**src/common/calc_isa_pkg.sv**
```systemverilog
// Instruction set encodings
package calc_isa_pkg;

  localparam int instr_width_c = 32;

  // Major opcodes of the supported subset
  localparam logic [6:0] opcode_op_c     = 7'b0110011;
  localparam logic [6:0] opcode_op_imm_c = 7'b0010011;

  localparam logic [2:0] funct3_add_c = 3'b000;
  localparam logic [2:0] funct3_sll_c = 3'b001;
  localparam logic [2:0] funct3_slt_c = 3'b010;
  localparam logic [2:0] funct3_xor_c = 3'b100;
  localparam logic [2:0] funct3_srl_c = 3'b101;
  localparam logic [2:0] funct3_or_c  = 3'b110;
  localparam logic [2:0] funct3_and_c = 3'b111;
  localparam logic [2:0] funct3_mul_c = 3'b000;

  localparam logic [6:0] funct7_base_c = 7'b0000000;
  localparam logic [6:0] funct7_sub_c  = 7'b0100000;
  // M extension
  localparam logic [6:0] funct7_mul_c  = 7'b0000001;

  typedef struct packed {
    logic [6:0] funct7;
    logic [4:0] rs2;
    logic [4:0] rs1;
    logic [2:0] funct3;
    logic [4:0] rd;
    logic [6:0] opcode;
  } rtype_s;

  typedef struct packed {
    logic [11:0] imm12;
    logic [4:0]  rs1;
    logic [2:0]  funct3;
    logic [4:0]  rd;
    logic [6:0]  opcode;
  } itype_s;

  // One word whose field layout depends on the opcode
  typedef union packed {
    rtype_s rtype;
    itype_s itype;
  } instr_u;

endpackage

```
**src/common/calc_pipe_pkg.sv**
```systemverilog
// Pipeline widths and ALU codes
package calc_pipe_pkg;

  localparam int dpath_width_c    = 32;
  localparam int reg_addr_width_c = 5;
  localparam int alu_op_width_c   = 3;

  localparam logic [alu_op_width_c-1:0] alu_add_c = 3'd0;
  localparam logic [alu_op_width_c-1:0] alu_sub_c = 3'd1;
  localparam logic [alu_op_width_c-1:0] alu_and_c = 3'd2;
  localparam logic [alu_op_width_c-1:0] alu_or_c  = 3'd3;
  localparam logic [alu_op_width_c-1:0] alu_xor_c = 3'd4;
  localparam logic [alu_op_width_c-1:0] alu_slt_c = 3'd5;
  localparam logic [alu_op_width_c-1:0] alu_sll_c = 3'd6;
  localparam logic [alu_op_width_c-1:0] alu_srl_c = 3'd7;

endpackage

```
**src/decode/calc_issue_stage.sv**
```systemverilog
// Decode, bypass and reservation register
`timescale 1ns/1ps

module calc_issue_stage
  import calc_isa_pkg::*;
  import calc_pipe_pkg::*;
  #(parameter int mul_latency_p = 3,
    localparam int comp_depth_lp = mul_latency_p + 1)
  (input  logic                                              clk_i,
   input  logic                                              rst_i,
   input  logic                                              dispatch_v_i,
   input  logic [instr_width_c-1:0]                          instr_i,
   input  logic [dpath_width_c-1:0]                          rs1_data_i,
   input  logic [dpath_width_c-1:0]                          rs2_data_i,
   input  logic                                              flush_i,
   input  logic [comp_depth_lp:1]                            fwd_v_i,
   input  logic [comp_depth_lp:1][reg_addr_width_c-1:0]      fwd_addr_i,
   input  logic [comp_depth_lp:1][dpath_width_c-1:0]         fwd_data_i,
   output logic                                              res_v_o,
   output logic [alu_op_width_c-1:0]                         res_alu_op_o,
   output logic                                              res_is_mul_o,
   output logic [reg_addr_width_c-1:0]                       res_rd_o,
   output logic [dpath_width_c-1:0]                          res_op_a_o,
   output logic [dpath_width_c-1:0]                          res_op_b_o,
   output logic                                              res_illegal_o);

  instr_u                    instr;
  logic [alu_op_width_c-1:0] alu_op;
  logic                      is_mul;
  logic                      use_imm;
  logic                      illegal;
  logic [dpath_width_c-1:0]  imm_ext;
  logic [dpath_width_c-1:0]  rs1_val;
  logic [dpath_width_c-1:0]  rs2_val;

  assign instr   = instr_i;
  assign imm_ext = {{(dpath_width_c-12){instr.itype.imm12[11]}}, instr.itype.imm12};

  always_comb
  begin
    alu_op  = alu_add_c;
    is_mul  = 1'b0;
    use_imm = 1'b0;
    illegal = 1'b0;
    case (instr.rtype.opcode)
      opcode_op_c:
      begin
        if (instr.rtype.funct7 == funct7_mul_c)
        begin
          is_mul  = (instr.rtype.funct3 == funct3_mul_c);
          illegal = (instr.rtype.funct3 != funct3_mul_c);
        end
        else if (instr.rtype.funct7 == funct7_sub_c)
        begin
          alu_op  = alu_sub_c;
          illegal = (instr.rtype.funct3 != funct3_add_c);
        end
        else if (instr.rtype.funct7 == funct7_base_c)
        begin
          case (instr.rtype.funct3)
            funct3_add_c: alu_op = alu_add_c;
            funct3_sll_c: alu_op = alu_sll_c;
            funct3_slt_c: alu_op = alu_slt_c;
            funct3_xor_c: alu_op = alu_xor_c;
            funct3_srl_c: alu_op = alu_srl_c;
            funct3_or_c:  alu_op = alu_or_c;
            funct3_and_c: alu_op = alu_and_c;
            default:      illegal = 1'b1;
          endcase
        end
        else
          illegal = 1'b1;
      end
      // Only addi from the immediate group
      opcode_op_imm_c:
      begin
        use_imm = 1'b1;
        illegal = (instr.itype.funct3 != funct3_add_c);
      end
      default: illegal = 1'b1;
    endcase
  end

  // Stage 1 is youngest so it is checked last and wins
  always_comb
  begin
    rs1_val = rs1_data_i;
    rs2_val = rs2_data_i;
    for (int s = comp_depth_lp; s >= 1; s--)
    begin
      if (fwd_v_i[s] && fwd_addr_i[s] == instr.rtype.rs1)
        rs1_val = fwd_data_i[s];
      if (fwd_v_i[s] && fwd_addr_i[s] == instr.rtype.rs2)
        rs2_val = fwd_data_i[s];
    end
    if (instr.rtype.rs1 == '0)
      rs1_val = '0;
    if (instr.rtype.rs2 == '0)
      rs2_val = '0;
  end

  always_ff @(posedge clk_i)
  begin
    if (rst_i)
      res_v_o <= 1'b0;
    else
      res_v_o <= dispatch_v_i & ~flush_i;
  end

  always_ff @(posedge clk_i)
  begin
    res_alu_op_o  <= alu_op;
    res_is_mul_o  <= is_mul;
    res_rd_o      <= instr.rtype.rd;
    res_op_a_o    <= rs1_val;
    res_op_b_o    <= use_imm ? imm_ext : rs2_val;
    res_illegal_o <= illegal;
  end

endmodule

```
**src/execute/calc_alu.sv**
```systemverilog
// Single-cycle integer ALU
`timescale 1ns/1ps

module calc_alu
  import calc_pipe_pkg::*;
  (input  logic [alu_op_width_c-1:0] res_alu_op_i,
   input  logic [dpath_width_c-1:0]  op_a_i,
   input  logic [dpath_width_c-1:0]  op_b_i,
   output logic [dpath_width_c-1:0]  result_o);

  localparam int shamt_width_lp = $clog2(dpath_width_c);

  logic [shamt_width_lp-1:0] shamt;
  logic                      lt_signed;

  assign shamt     = op_b_i[shamt_width_lp-1:0];
  assign lt_signed = $signed(op_a_i) < $signed(op_b_i);

  always_comb
  begin
    result_o = '0;
    case (res_alu_op_i)
      alu_add_c: result_o = op_a_i + op_b_i;
      alu_sub_c: result_o = op_a_i - op_b_i;
      alu_and_c: result_o = op_a_i & op_b_i;
      alu_or_c:  result_o = op_a_i | op_b_i;
      alu_xor_c: result_o = op_a_i ^ op_b_i;
      alu_slt_c: result_o = {{(dpath_width_c-1){1'b0}}, lt_signed};
      alu_sll_c: result_o = op_a_i << shamt;
      alu_srl_c: result_o = op_a_i >> shamt;
      default:   result_o = '0;
    endcase
  end

endmodule

```
**src/execute/calc_mul_pipe.sv**
```systemverilog
// Fixed-latency multiplier
`timescale 1ns/1ps

module calc_mul_pipe
  import calc_pipe_pkg::*;
  #(parameter int mul_latency_p = 3)
  (input  logic                     clk_i,
   input  logic                     rst_i,
   input  logic                     v_i,
   input  logic [dpath_width_c-1:0] op_a_i,
   input  logic [dpath_width_c-1:0] op_b_i,
   output logic                     v_o,
   output logic [dpath_width_c-1:0] data_o);

  // The reservation register is the first cycle of the latency
  localparam int chain_depth_lp = mul_latency_p - 1;

  logic [dpath_width_c-1:0]                      product;
  logic [chain_depth_lp-1:0]                     v_r;
  logic [chain_depth_lp-1:0][dpath_width_c-1:0]  data_r;

  // Low word of the product only
  assign product = op_a_i * op_b_i;

  always_ff @(posedge clk_i)
  begin
    if (rst_i)
      v_r <= '0;
    else
    begin
      v_r[0] <= v_i;
      for (int s = 1; s < chain_depth_lp; s++)
        v_r[s] <= v_r[s-1];
    end
  end

  always_ff @(posedge clk_i)
  begin
    data_r[0] <= product;
    for (int s = 1; s < chain_depth_lp; s++)
      data_r[s] <= data_r[s-1];
  end

  assign v_o    = v_r[chain_depth_lp-1];
  assign data_o = data_r[chain_depth_lp-1];

endmodule

```
**src/logic/calc_top.sv**
```systemverilog
// Integer backend calculator
`timescale 1ns/1ps

module calc_top
  import calc_isa_pkg::*;
  import calc_pipe_pkg::*;
  #(parameter int mul_latency_p = 3)
  (input  logic                        clk_i,
   input  logic                        rst_i,
   input  logic                        dispatch_v_i,
   input  logic [instr_width_c-1:0]    instr_i,
   input  logic [dpath_width_c-1:0]    rs1_data_i,
   input  logic [dpath_width_c-1:0]    rs2_data_i,
   input  logic                        flush_i,
   output logic                        wb_v_o,
   output logic [reg_addr_width_c-1:0] wb_addr_o,
   output logic [dpath_width_c-1:0]    wb_data_o,
   output logic                        illegal_o);

  localparam int comp_depth_lp = mul_latency_p + 1;

  logic                                          res_v;
  logic [alu_op_width_c-1:0]                     res_alu_op;
  logic                                          res_is_mul;
  logic [reg_addr_width_c-1:0]                   res_rd;
  logic [dpath_width_c-1:0]                      res_op_a;
  logic [dpath_width_c-1:0]                      res_op_b;
  logic                                          res_illegal;
  logic [dpath_width_c-1:0]                      alu_result;
  logic                                          mul_v;
  logic [dpath_width_c-1:0]                      mul_data;
  logic [comp_depth_lp:1]                        fwd_v;
  logic [comp_depth_lp:1][reg_addr_width_c-1:0]  fwd_addr;
  logic [comp_depth_lp:1][dpath_width_c-1:0]     fwd_data;

  calc_issue_stage #(.mul_latency_p(mul_latency_p)) issue
    (.clk_i(clk_i), .rst_i(rst_i),
     .dispatch_v_i(dispatch_v_i), .instr_i(instr_i),
     .rs1_data_i(rs1_data_i), .rs2_data_i(rs2_data_i),
     .flush_i(flush_i),
     .fwd_v_i(fwd_v), .fwd_addr_i(fwd_addr), .fwd_data_i(fwd_data),
     .res_v_o(res_v), .res_alu_op_o(res_alu_op), .res_is_mul_o(res_is_mul),
     .res_rd_o(res_rd), .res_op_a_o(res_op_a), .res_op_b_o(res_op_b),
     .res_illegal_o(res_illegal));

  calc_alu alu
    (.res_alu_op_i(res_alu_op), .op_a_i(res_op_a), .op_b_i(res_op_b),
     .result_o(alu_result));

  calc_mul_pipe #(.mul_latency_p(mul_latency_p)) mul
    (.clk_i(clk_i), .rst_i(rst_i),
     .v_i(res_v & res_is_mul), .op_a_i(res_op_a), .op_b_i(res_op_b),
     .v_o(mul_v), .data_o(mul_data));

  calc_completion_pipe #(.mul_latency_p(mul_latency_p)) completion
    (.clk_i(clk_i), .rst_i(rst_i), .flush_i(flush_i),
     .res_v_i(res_v), .res_is_mul_i(res_is_mul), .res_rd_i(res_rd),
     .res_illegal_i(res_illegal), .alu_result_i(alu_result),
     .mul_v_i(mul_v), .mul_data_i(mul_data),
     .fwd_v_o(fwd_v), .fwd_addr_o(fwd_addr), .fwd_data_o(fwd_data),
     .wb_v_o(wb_v_o), .wb_addr_o(wb_addr_o), .wb_data_o(wb_data_o),
     .illegal_o(illegal_o));

endmodule

```
**src/result/calc_completion_pipe.sv**
```systemverilog
// Completion pipe and writeback
`timescale 1ns/1ps

module calc_completion_pipe
  import calc_pipe_pkg::*;
  #(parameter int mul_latency_p = 3,
    localparam int comp_depth_lp = mul_latency_p + 1)
  (input  logic                                          clk_i,
   input  logic                                          rst_i,
   input  logic                                          flush_i,
   input  logic                                          res_v_i,
   input  logic                                          res_is_mul_i,
   input  logic [reg_addr_width_c-1:0]                   res_rd_i,
   input  logic                                          res_illegal_i,
   input  logic [dpath_width_c-1:0]                      alu_result_i,
   input  logic                                          mul_v_i,
   input  logic [dpath_width_c-1:0]                      mul_data_i,
   output logic [comp_depth_lp:1]                        fwd_v_o,
   output logic [comp_depth_lp:1][reg_addr_width_c-1:0]  fwd_addr_o,
   output logic [comp_depth_lp:1][dpath_width_c-1:0]     fwd_data_o,
   output logic                                          wb_v_o,
   output logic [reg_addr_width_c-1:0]                   wb_addr_o,
   output logic [dpath_width_c-1:0]                      wb_data_o,
   output logic                                          illegal_o);

  logic [comp_depth_lp:1]                        v_r, v_n;
  logic [comp_depth_lp:1]                        poison_r, poison_n;
  logic [comp_depth_lp:1]                        is_mul_r, is_mul_n;
  logic [comp_depth_lp:1]                        illegal_r, illegal_n;
  logic [comp_depth_lp:1][reg_addr_width_c-1:0]  rd_r, rd_n;
  logic [comp_depth_lp:1][dpath_width_c-1:0]     data_r, data_n;
  logic                                          wb_live;

  always_comb
  begin
    v_n[1]       = res_v_i;
    poison_n[1]  = flush_i;
    is_mul_n[1]  = res_is_mul_i;
    illegal_n[1] = res_illegal_i;
    rd_n[1]      = res_rd_i;
    data_n[1]    = alu_result_i;
    for (int s = 2; s <= comp_depth_lp; s++)
    begin
      v_n[s]       = v_r[s-1];
      poison_n[s]  = poison_r[s-1];
      is_mul_n[s]  = is_mul_r[s-1];
      illegal_n[s] = illegal_r[s-1];
      rd_n[s]      = rd_r[s-1];
      data_n[s]    = data_r[s-1];
    end
    // Flush kills the two youngest entries already past issue
    poison_n[2] = poison_n[2] | flush_i;
    if (mul_v_i)
      data_n[mul_latency_p] = mul_data_i;
  end

  always_comb
  begin
    for (int s = 1; s <= comp_depth_lp; s++)
    begin
      fwd_v_o[s]    = v_n[s] & ~poison_n[s] & ~illegal_n[s] &
                      (~is_mul_n[s] | (s >= mul_latency_p));
      fwd_addr_o[s] = rd_n[s];
      fwd_data_o[s] = data_n[s];
    end
  end

  always_ff @(posedge clk_i)
  begin
    if (rst_i)
    begin
      v_r      <= '0;
      poison_r <= '0;
    end
    else
    begin
      v_r      <= v_n;
      poison_r <= poison_n;
    end
  end

  always_ff @(posedge clk_i)
  begin
    is_mul_r  <= is_mul_n;
    illegal_r <= illegal_n;
    rd_r      <= rd_n;
    data_r    <= data_n;
  end

  assign wb_live   = v_r[comp_depth_lp] & ~poison_r[comp_depth_lp];
  assign wb_v_o    = wb_live & ~illegal_r[comp_depth_lp] & (rd_r[comp_depth_lp] != '0);
  assign wb_addr_o = rd_r[comp_depth_lp];
  assign wb_data_o = data_r[comp_depth_lp];
  assign illegal_o = wb_live & illegal_r[comp_depth_lp];

endmodule

```
**config.mk**
```make
export PLATFORM = sky130hd
export DESIGN_NAME = calc_top
export DESIGN_NICKNAME = d
export VERILOG_FILES = /design/src/common/calc_isa_pkg.sv /design/src/common/calc_pipe_pkg.sv /design/src/decode/calc_issue_stage.sv /design/src/execute/calc_alu.sv /design/src/execute/calc_mul_pipe.sv /design/src/logic/calc_top.sv /design/src/result/calc_completion_pipe.sv
export SDC_FILE = /design/constraint.sdc
export NUM_CORES = 2
export LEC_CHECK = 0
export BUFFER_PORTS_ARGS = -buffer_cell sky130_fd_sc_hd__buf_4
export CAP_MARGIN = 30
export CORE_MARGIN = 2
export CORE_UTILIZATION = 30
export CTS_BUF_LIST = sky130_fd_sc_hd__clkbuf_4
export DETAILED_ROUTE_END_ITERATION = 10
export GPL_TIMING_DRIVEN = 0
export SETUP_SLACK_MARGIN = 0.3
export SYNTH_ARGS = -nofsm -noshare
export SYNTH_HDL_FRONTEND = slang
export SYNTH_SLANG_ARGS = --single-unit
```
**constraint.sdc**
```tcl
create_clock -name clk_i -period 17.9 [get_ports clk_i]
set_input_delay 0.895 -clock clk_i [delete_from_list [all_inputs] [get_ports clk_i]]
set_output_delay 0.895 -clock clk_i [all_outputs]
set_load 0.01 [all_outputs]
```
* After elaboration in Yosys (flattened, before gate mapping) *
Cells that the tools add are included.

storage, ports and cells
  input bits = 100
  bits in registers = 302
  word-level logic and storage cells = 128

cells by class
  order comparisons = 1
  bitwise operators = 34
  equal/unequal tests = 25
  muxes and demuxes = 21
  shifts and indexed selects = 2
  add/sub/neg operators = 2
  reductions and logical operators = 19
  $mul = 1

operators by type and width
  operator              count
  $mux W32              11
  $pmux W32 S8          1
  $eq A5 B5 Y1          8
  $add A32 B32 Y32      1
  $and A32 B32 Y32      1
  $lt A32 B32 Y1        1
  $mul A32 B32 Y32      1
  $or A32 B32 Y32       1
  $shl A32 B5 Y32       1
  $shr A32 B5 Y32       1
  $sub A32 B32 Y32      1
  $xor A32 B32 Y32      1
  $eq A3 B3 Y1 const B  8
  $pmux W3 S6           1
  $and A1 B1 Y1         16
  $eq A7 B6 Y1 const B  2
  $not A1 Y1            14
  $logic_not A5 Y1      2
  $eq A3 B2 Y1 const B  3
  $logic_and A1 B1 Y1   8
  $eq A7 B1 Y1 const B  1
  $eq A7 B5 Y1 const B  1
  $logic_not A7 Y1      1
  $mux W1               7
  10 further kinds      12

* Longest topological paths before layout *
  depth in word-level cells = 10
  depth in mapped cells = 30
  gate-level depth less buffers = 27

* Cells and area by module *
Synthesis repeated with hierarchy kept, for this count alone.

second synthesis, totals
  cell total of the unflattened synthesis = 4,081
  area, all modules = 35,315.1 um2

modules (own cells, without submodules)
  module                cells each  times used  area each (um2)  seq. area each (um2)
  calc_mul_pipe         1,832       1           17,500.5         1,321.3
  calc_alu              1,257       1           7,977.7          0.0
  calc_issue_stage      641         1           4,949.7          1,501.4
  calc_completion_pipe  350         1           4,880.9          3,223.1
  calc_top              1           1           6.3              0.0

* Worst setup path after synthesis *
Ideal clock, no wire load.

  kind = register to register
  start = register issue.res_op_b_o[3]
  end = register mul.data_r[30] in the netlist's numbering
  path buffers = 5
  cell stages (with the launch flop) = 30
  required time = 17.828 ns
  path slack = 10.052 ns
  arrival time = 7.775 ns
  period minus slack after synthesis = 7.848 ns
  path through = dfxtp_1 > buf_2 > inv_1 > buf_1 > buf_2 > clkbuf_1 > buf_1 > nor2_1 > fa_1 > inv_1 > fa_1 > fa_1 > fa_1 > inv_1 > fa_1 > inv_1 > fa_1 > inv_1 > fa_1 > fa_1 > ha_1 > a21o_1 > a21o_1 > a211oi_1 > o221ai_1 > a211o_1 > a21oi_1 > o21bai_1 > a21oi_1 > xnor2_1

on the way
  word-level cells in the longest chain between the ends = 1

RTL lines
  element                          line                     RTL
  from (decl)                      calc_issue_stage.sv:24   output logic [dpath_width_c-1:0] res_op_b_o,
  from (signal assigned)           calc_issue_stage.sv:116  res_op_b_o <= use_imm ? imm_ext : rs2_val;
  $mul A32 B32 Y32                 calc_mul_pipe.sv:23      assign product = op_a_i * op_b_i;
  net mul.product[30]              calc_mul_pipe.sv:18      logic [dpath_width_c-1:0] product;
  to (signal, indexed assignment)  calc_mul_pipe.sv:41      data_r[s] <= data_r[s-1];
  to (decl)                        calc_mul_pipe.sv:20      logic [chain_depth_lp-1:0][dpath_width_c-1:0] data_r;

The timed path passes the listed nets, and every way through them passes these cells.
A chain may end at the register's enable or synchronous reset.

* Worst setup path in the final report *
  start = register issue.res_op_b_o[3]
  end = register mul.data_r[31] in the netlist's numbering

Same word-level chain as after synthesis.

==> flow_metrics.py <==
metrics = {
    "clock_tree": {
        "clock_path_buffers": 3,
        "cts_buffers": 78,
        "cts_resized": 0,
        "path_clk_slew_ns": 0.07,
        "insertion_delay_ns": 0.86,
        "ctsRootBufferMaster": "clkbuf_4",
        "cts_tree": "yes",
        "cts-hold-fix-buffers": 0,
        "clkSinkCount": 302,
        "post_cts_buffers": 0,
        "htreeDepth": 3,
    },
    "placed_design": {
        "dpl.cell_count": 5504,
        "io_buffers": 127,
        "gp_congestion": 1.068,
        "dp_hpwl_um": 129100,
    },
    "sta": {
        "fin_skew_ns": 0.1379,
        "rsz0062_at_grt": "false",
        "worstMarginPinSlew_ns": 1.138,
        "tns_ns": 0,
        "fmax_mhz": 93.83,
        "hold_viol": 0,
        "fin_crit_sh_pct": 59.54,
        "finalSetupViolations": 0,
        "slew_violations": 0,
        "maxSlewHeadroom_pct": 24.11,
        "post-route-min-period_ns": 10.66,
    },
    "setup_path": {
        "crit_type": "reg -> reg",
        "end_kind": "register",
        "critPathRequiredTime_ns": 18.53,
        "critPathMaxFanout": 10,
        "cp-start-kind": "register",
        "critical_path_arrival_ns": 11.28,
    },
    "synthesis": {
        "syn-num-nets": 4603,
        "synth_area_mm2": 0.03372,
        "seq_area_frac_synth_pct": 17.93,
        "synth_cells": 3873,
        "synth_ff_type": "dfxtp_1",
        "synth_seq_cells": 302,
        "yosysWarnings": 0,
        "ys_types": 100,
        "syn_avg_cell_area_um2": 8.706,
        "async_flop_share_pct": 0,
        "synth_edf_count": 0,
    },
    "finish": {
        "area.growth.synth_to_final_pct": 11.88,
        "final_core_util_pct": 33.95,
        "finalNonFillerCells": 5643,
        "layout_common_cells": "539 x nor2_1, 485 x inv_1, 410 x fa_1",
        "drive_above_1_share_pct": 11.53,
        "final_common_cell": "nor2_1",
        "nets": 4832,
    },
    "global_route": {
        "grt_pass1_vias": 31630,
        "grt_use_total_pct": 26.87,
        "grt_overflow": 0,
        "grt_max_degree": 13,
        "antenna_found_initial": 14,
        "grt_pass1_wl_um": 224400,
    },
    "floorplanning": {
        "coreArea_mm2": 0.1111,
        "start_util_pct": 30.34,
        "die-area_mm2": 0.1151,
        "rows": 122,
        "die_h_um": 339.3,
        "dieWidth_um": 339.3,
        "ioPinCount": 139,
    },
    "route": {
        "viasPerCell": 5.548,
        "firstDrtPassIters": 8,
        "antenna_left": 0,
        "initialDrtViolationCount": 3511,
        "wl_per_cell_um": 27.87,
        "drt_wl_total_um": 157300,
        "vias": 31310,
        "drc": 0,
    },
    "status": {
        "status": "complete, no violations",
    },
    "run": {
        "cap_violations": 0,
    },
    "min_path": {
        "hold_class": "in -> reg",
    },
}
-- worst max-delay path: stages (launching register included) --
cell      delay [ns]
dfxtp_1         0.42
buf_2           0.25
inv_1           0.23
buf_1           0.51
buf_2           0.37
clkbuf_1        0.63
buf_1           0.68
nor2_1          0.16
fa_1            0.55
inv_1           0.06
fa_1            0.52
fa_1            0.46
fa_1            0.55
inv_1           0.05
fa_1            0.48
fa_1            0.58
fa_1            0.44
fa_1            0.45
ha_1            0.38
a21o_1          0.21
a21o_1          0.17
a21oi_1         0.26
a31oi_1         0.34
a21oi_1         0.40
nand2_1         0.14
a31o_2          0.26
a21oi_1         0.54
xnor2_1         0.41
-- Yosys cell counts, types with 19 or more instances --
library cell / n / area (µm²)
o211ai_1: 41 / 307.8
clkbuf_1: 153 / 574.3
inv_1: 485 / 1821
nor2b_1: 24 / 150.1
nand2_1: 352 / 1321
dfxtp_1: 302 / 6046
o21ai_0: 133 / 665.6
xor2_1: 43 / 376.6
mux2i_1: 95 / 950.9
fa_1: 410 / 8208
buf_1: 29 / 108.9
o22ai_1: 37 / 231.5
mux4_2: 48 / 1081
nor3_1: 47 / 235.2
buf_2: 32 / 160.2
a21oi_1: 206 / 1031
mux2_2: 36 / 405.4
o21bai_1: 19 / 142.6
o221ai_1: 20 / 175.2
a21o_1: 33 / 247.7
nand3_1: 43 / 215.2
nor2_1: 539 / 2023
buf_4: 38 / 285.3
ha_1: 220 / 2753
xnor2_1: 94 / 823.3
a211oi_1: 69 / 518.0
-- cells by family after synthesis --
family / after synthesis / share of synthesized area, %
simple gates: 1109 / 13.94
xor+xnor: 137 / 3.559
mux: 195 / 8.464
buf+inv: 774 / 9.540
flops: 302 / 17.93
compound gates: 726 / 14.06
fa+ha+maj: 630 / 32.51
-- area by class of cell --
class	count	area, µm²
diodes	9	22.52
plain buffers	268	1318
clock buffers	106	795.8
clock inverters	18	92.59
fillers	11790	73400
inverters	506	1899
multi-input cells	2797	24470
flip-flops and latches	302	6046
well taps	1488	1862
repair buffers	149	1216
-- layer usage --
metal	wire (µm)	global-route usage, %
met1	60830	33.26
met2	67460	40.55
met3	18390	9.885
met4	10550	14.58
met5	57	0
-- state kept, by name, summed over array words and instances (netlist names) --
signal / flops
issue.res_op_b_o: 32
completion.data_r: 32
completion.v_r: 4
issue.res_op_a_o: 32
completion.wb_data_o: 32
mul.v_r: 2
completion.poison_r: 4
completion.fwd_addr_o: 15
issue.res_alu_op_o: 3
completion.fwd_data_o: 64
completion.is_mul_r: 1
issue.res_is_mul_o: 1
mul.data_r: 32
issue.res_rd_o: 5
mul.data_o: 32
issue.res_illegal_o: 1
completion.wb_addr_o: 5
issue.res_v_o: 1
completion.illegal_r: 4
-- per-stage QoR --
stage	setup WS, ns	hold slack [ns]	instance area [µm²]
6_report	7.242	0.1951	37720
5_1_grt	7.070	0.1554	37710
4_1_cts	7.539	0.1316	37620
3_5_place_dp	7.520	0.3121	36730
3_3_place_gp	6.911	0.3124	36530
2_1_floorplan	10.05	0.3096	33720
-- path summary, 6_finish.rpt --
check,start,endpoint,slack [ns],depth (start not counted)
min reg2reg,completion.fwd_data_o[33]$_DFF_P_,completion.data_r[33]$_DFF_P_,0.28,0
max,issue.res_op_b_o[3]$_DFF_P_,mul.data_r[31]$_DFF_P_,7.24,27
max reg2reg,issue.res_op_b_o[3]$_DFF_P_,mul.data_r[31]$_DFF_P_,7.24,27
min,instr_i[9],issue.res_rd_o[2]$_DFF_P_,0.20,1
Power is left out: the tool's default activity adds up to more than one toggle a clock period on the data nets, which glitch-free logic cannot reach.
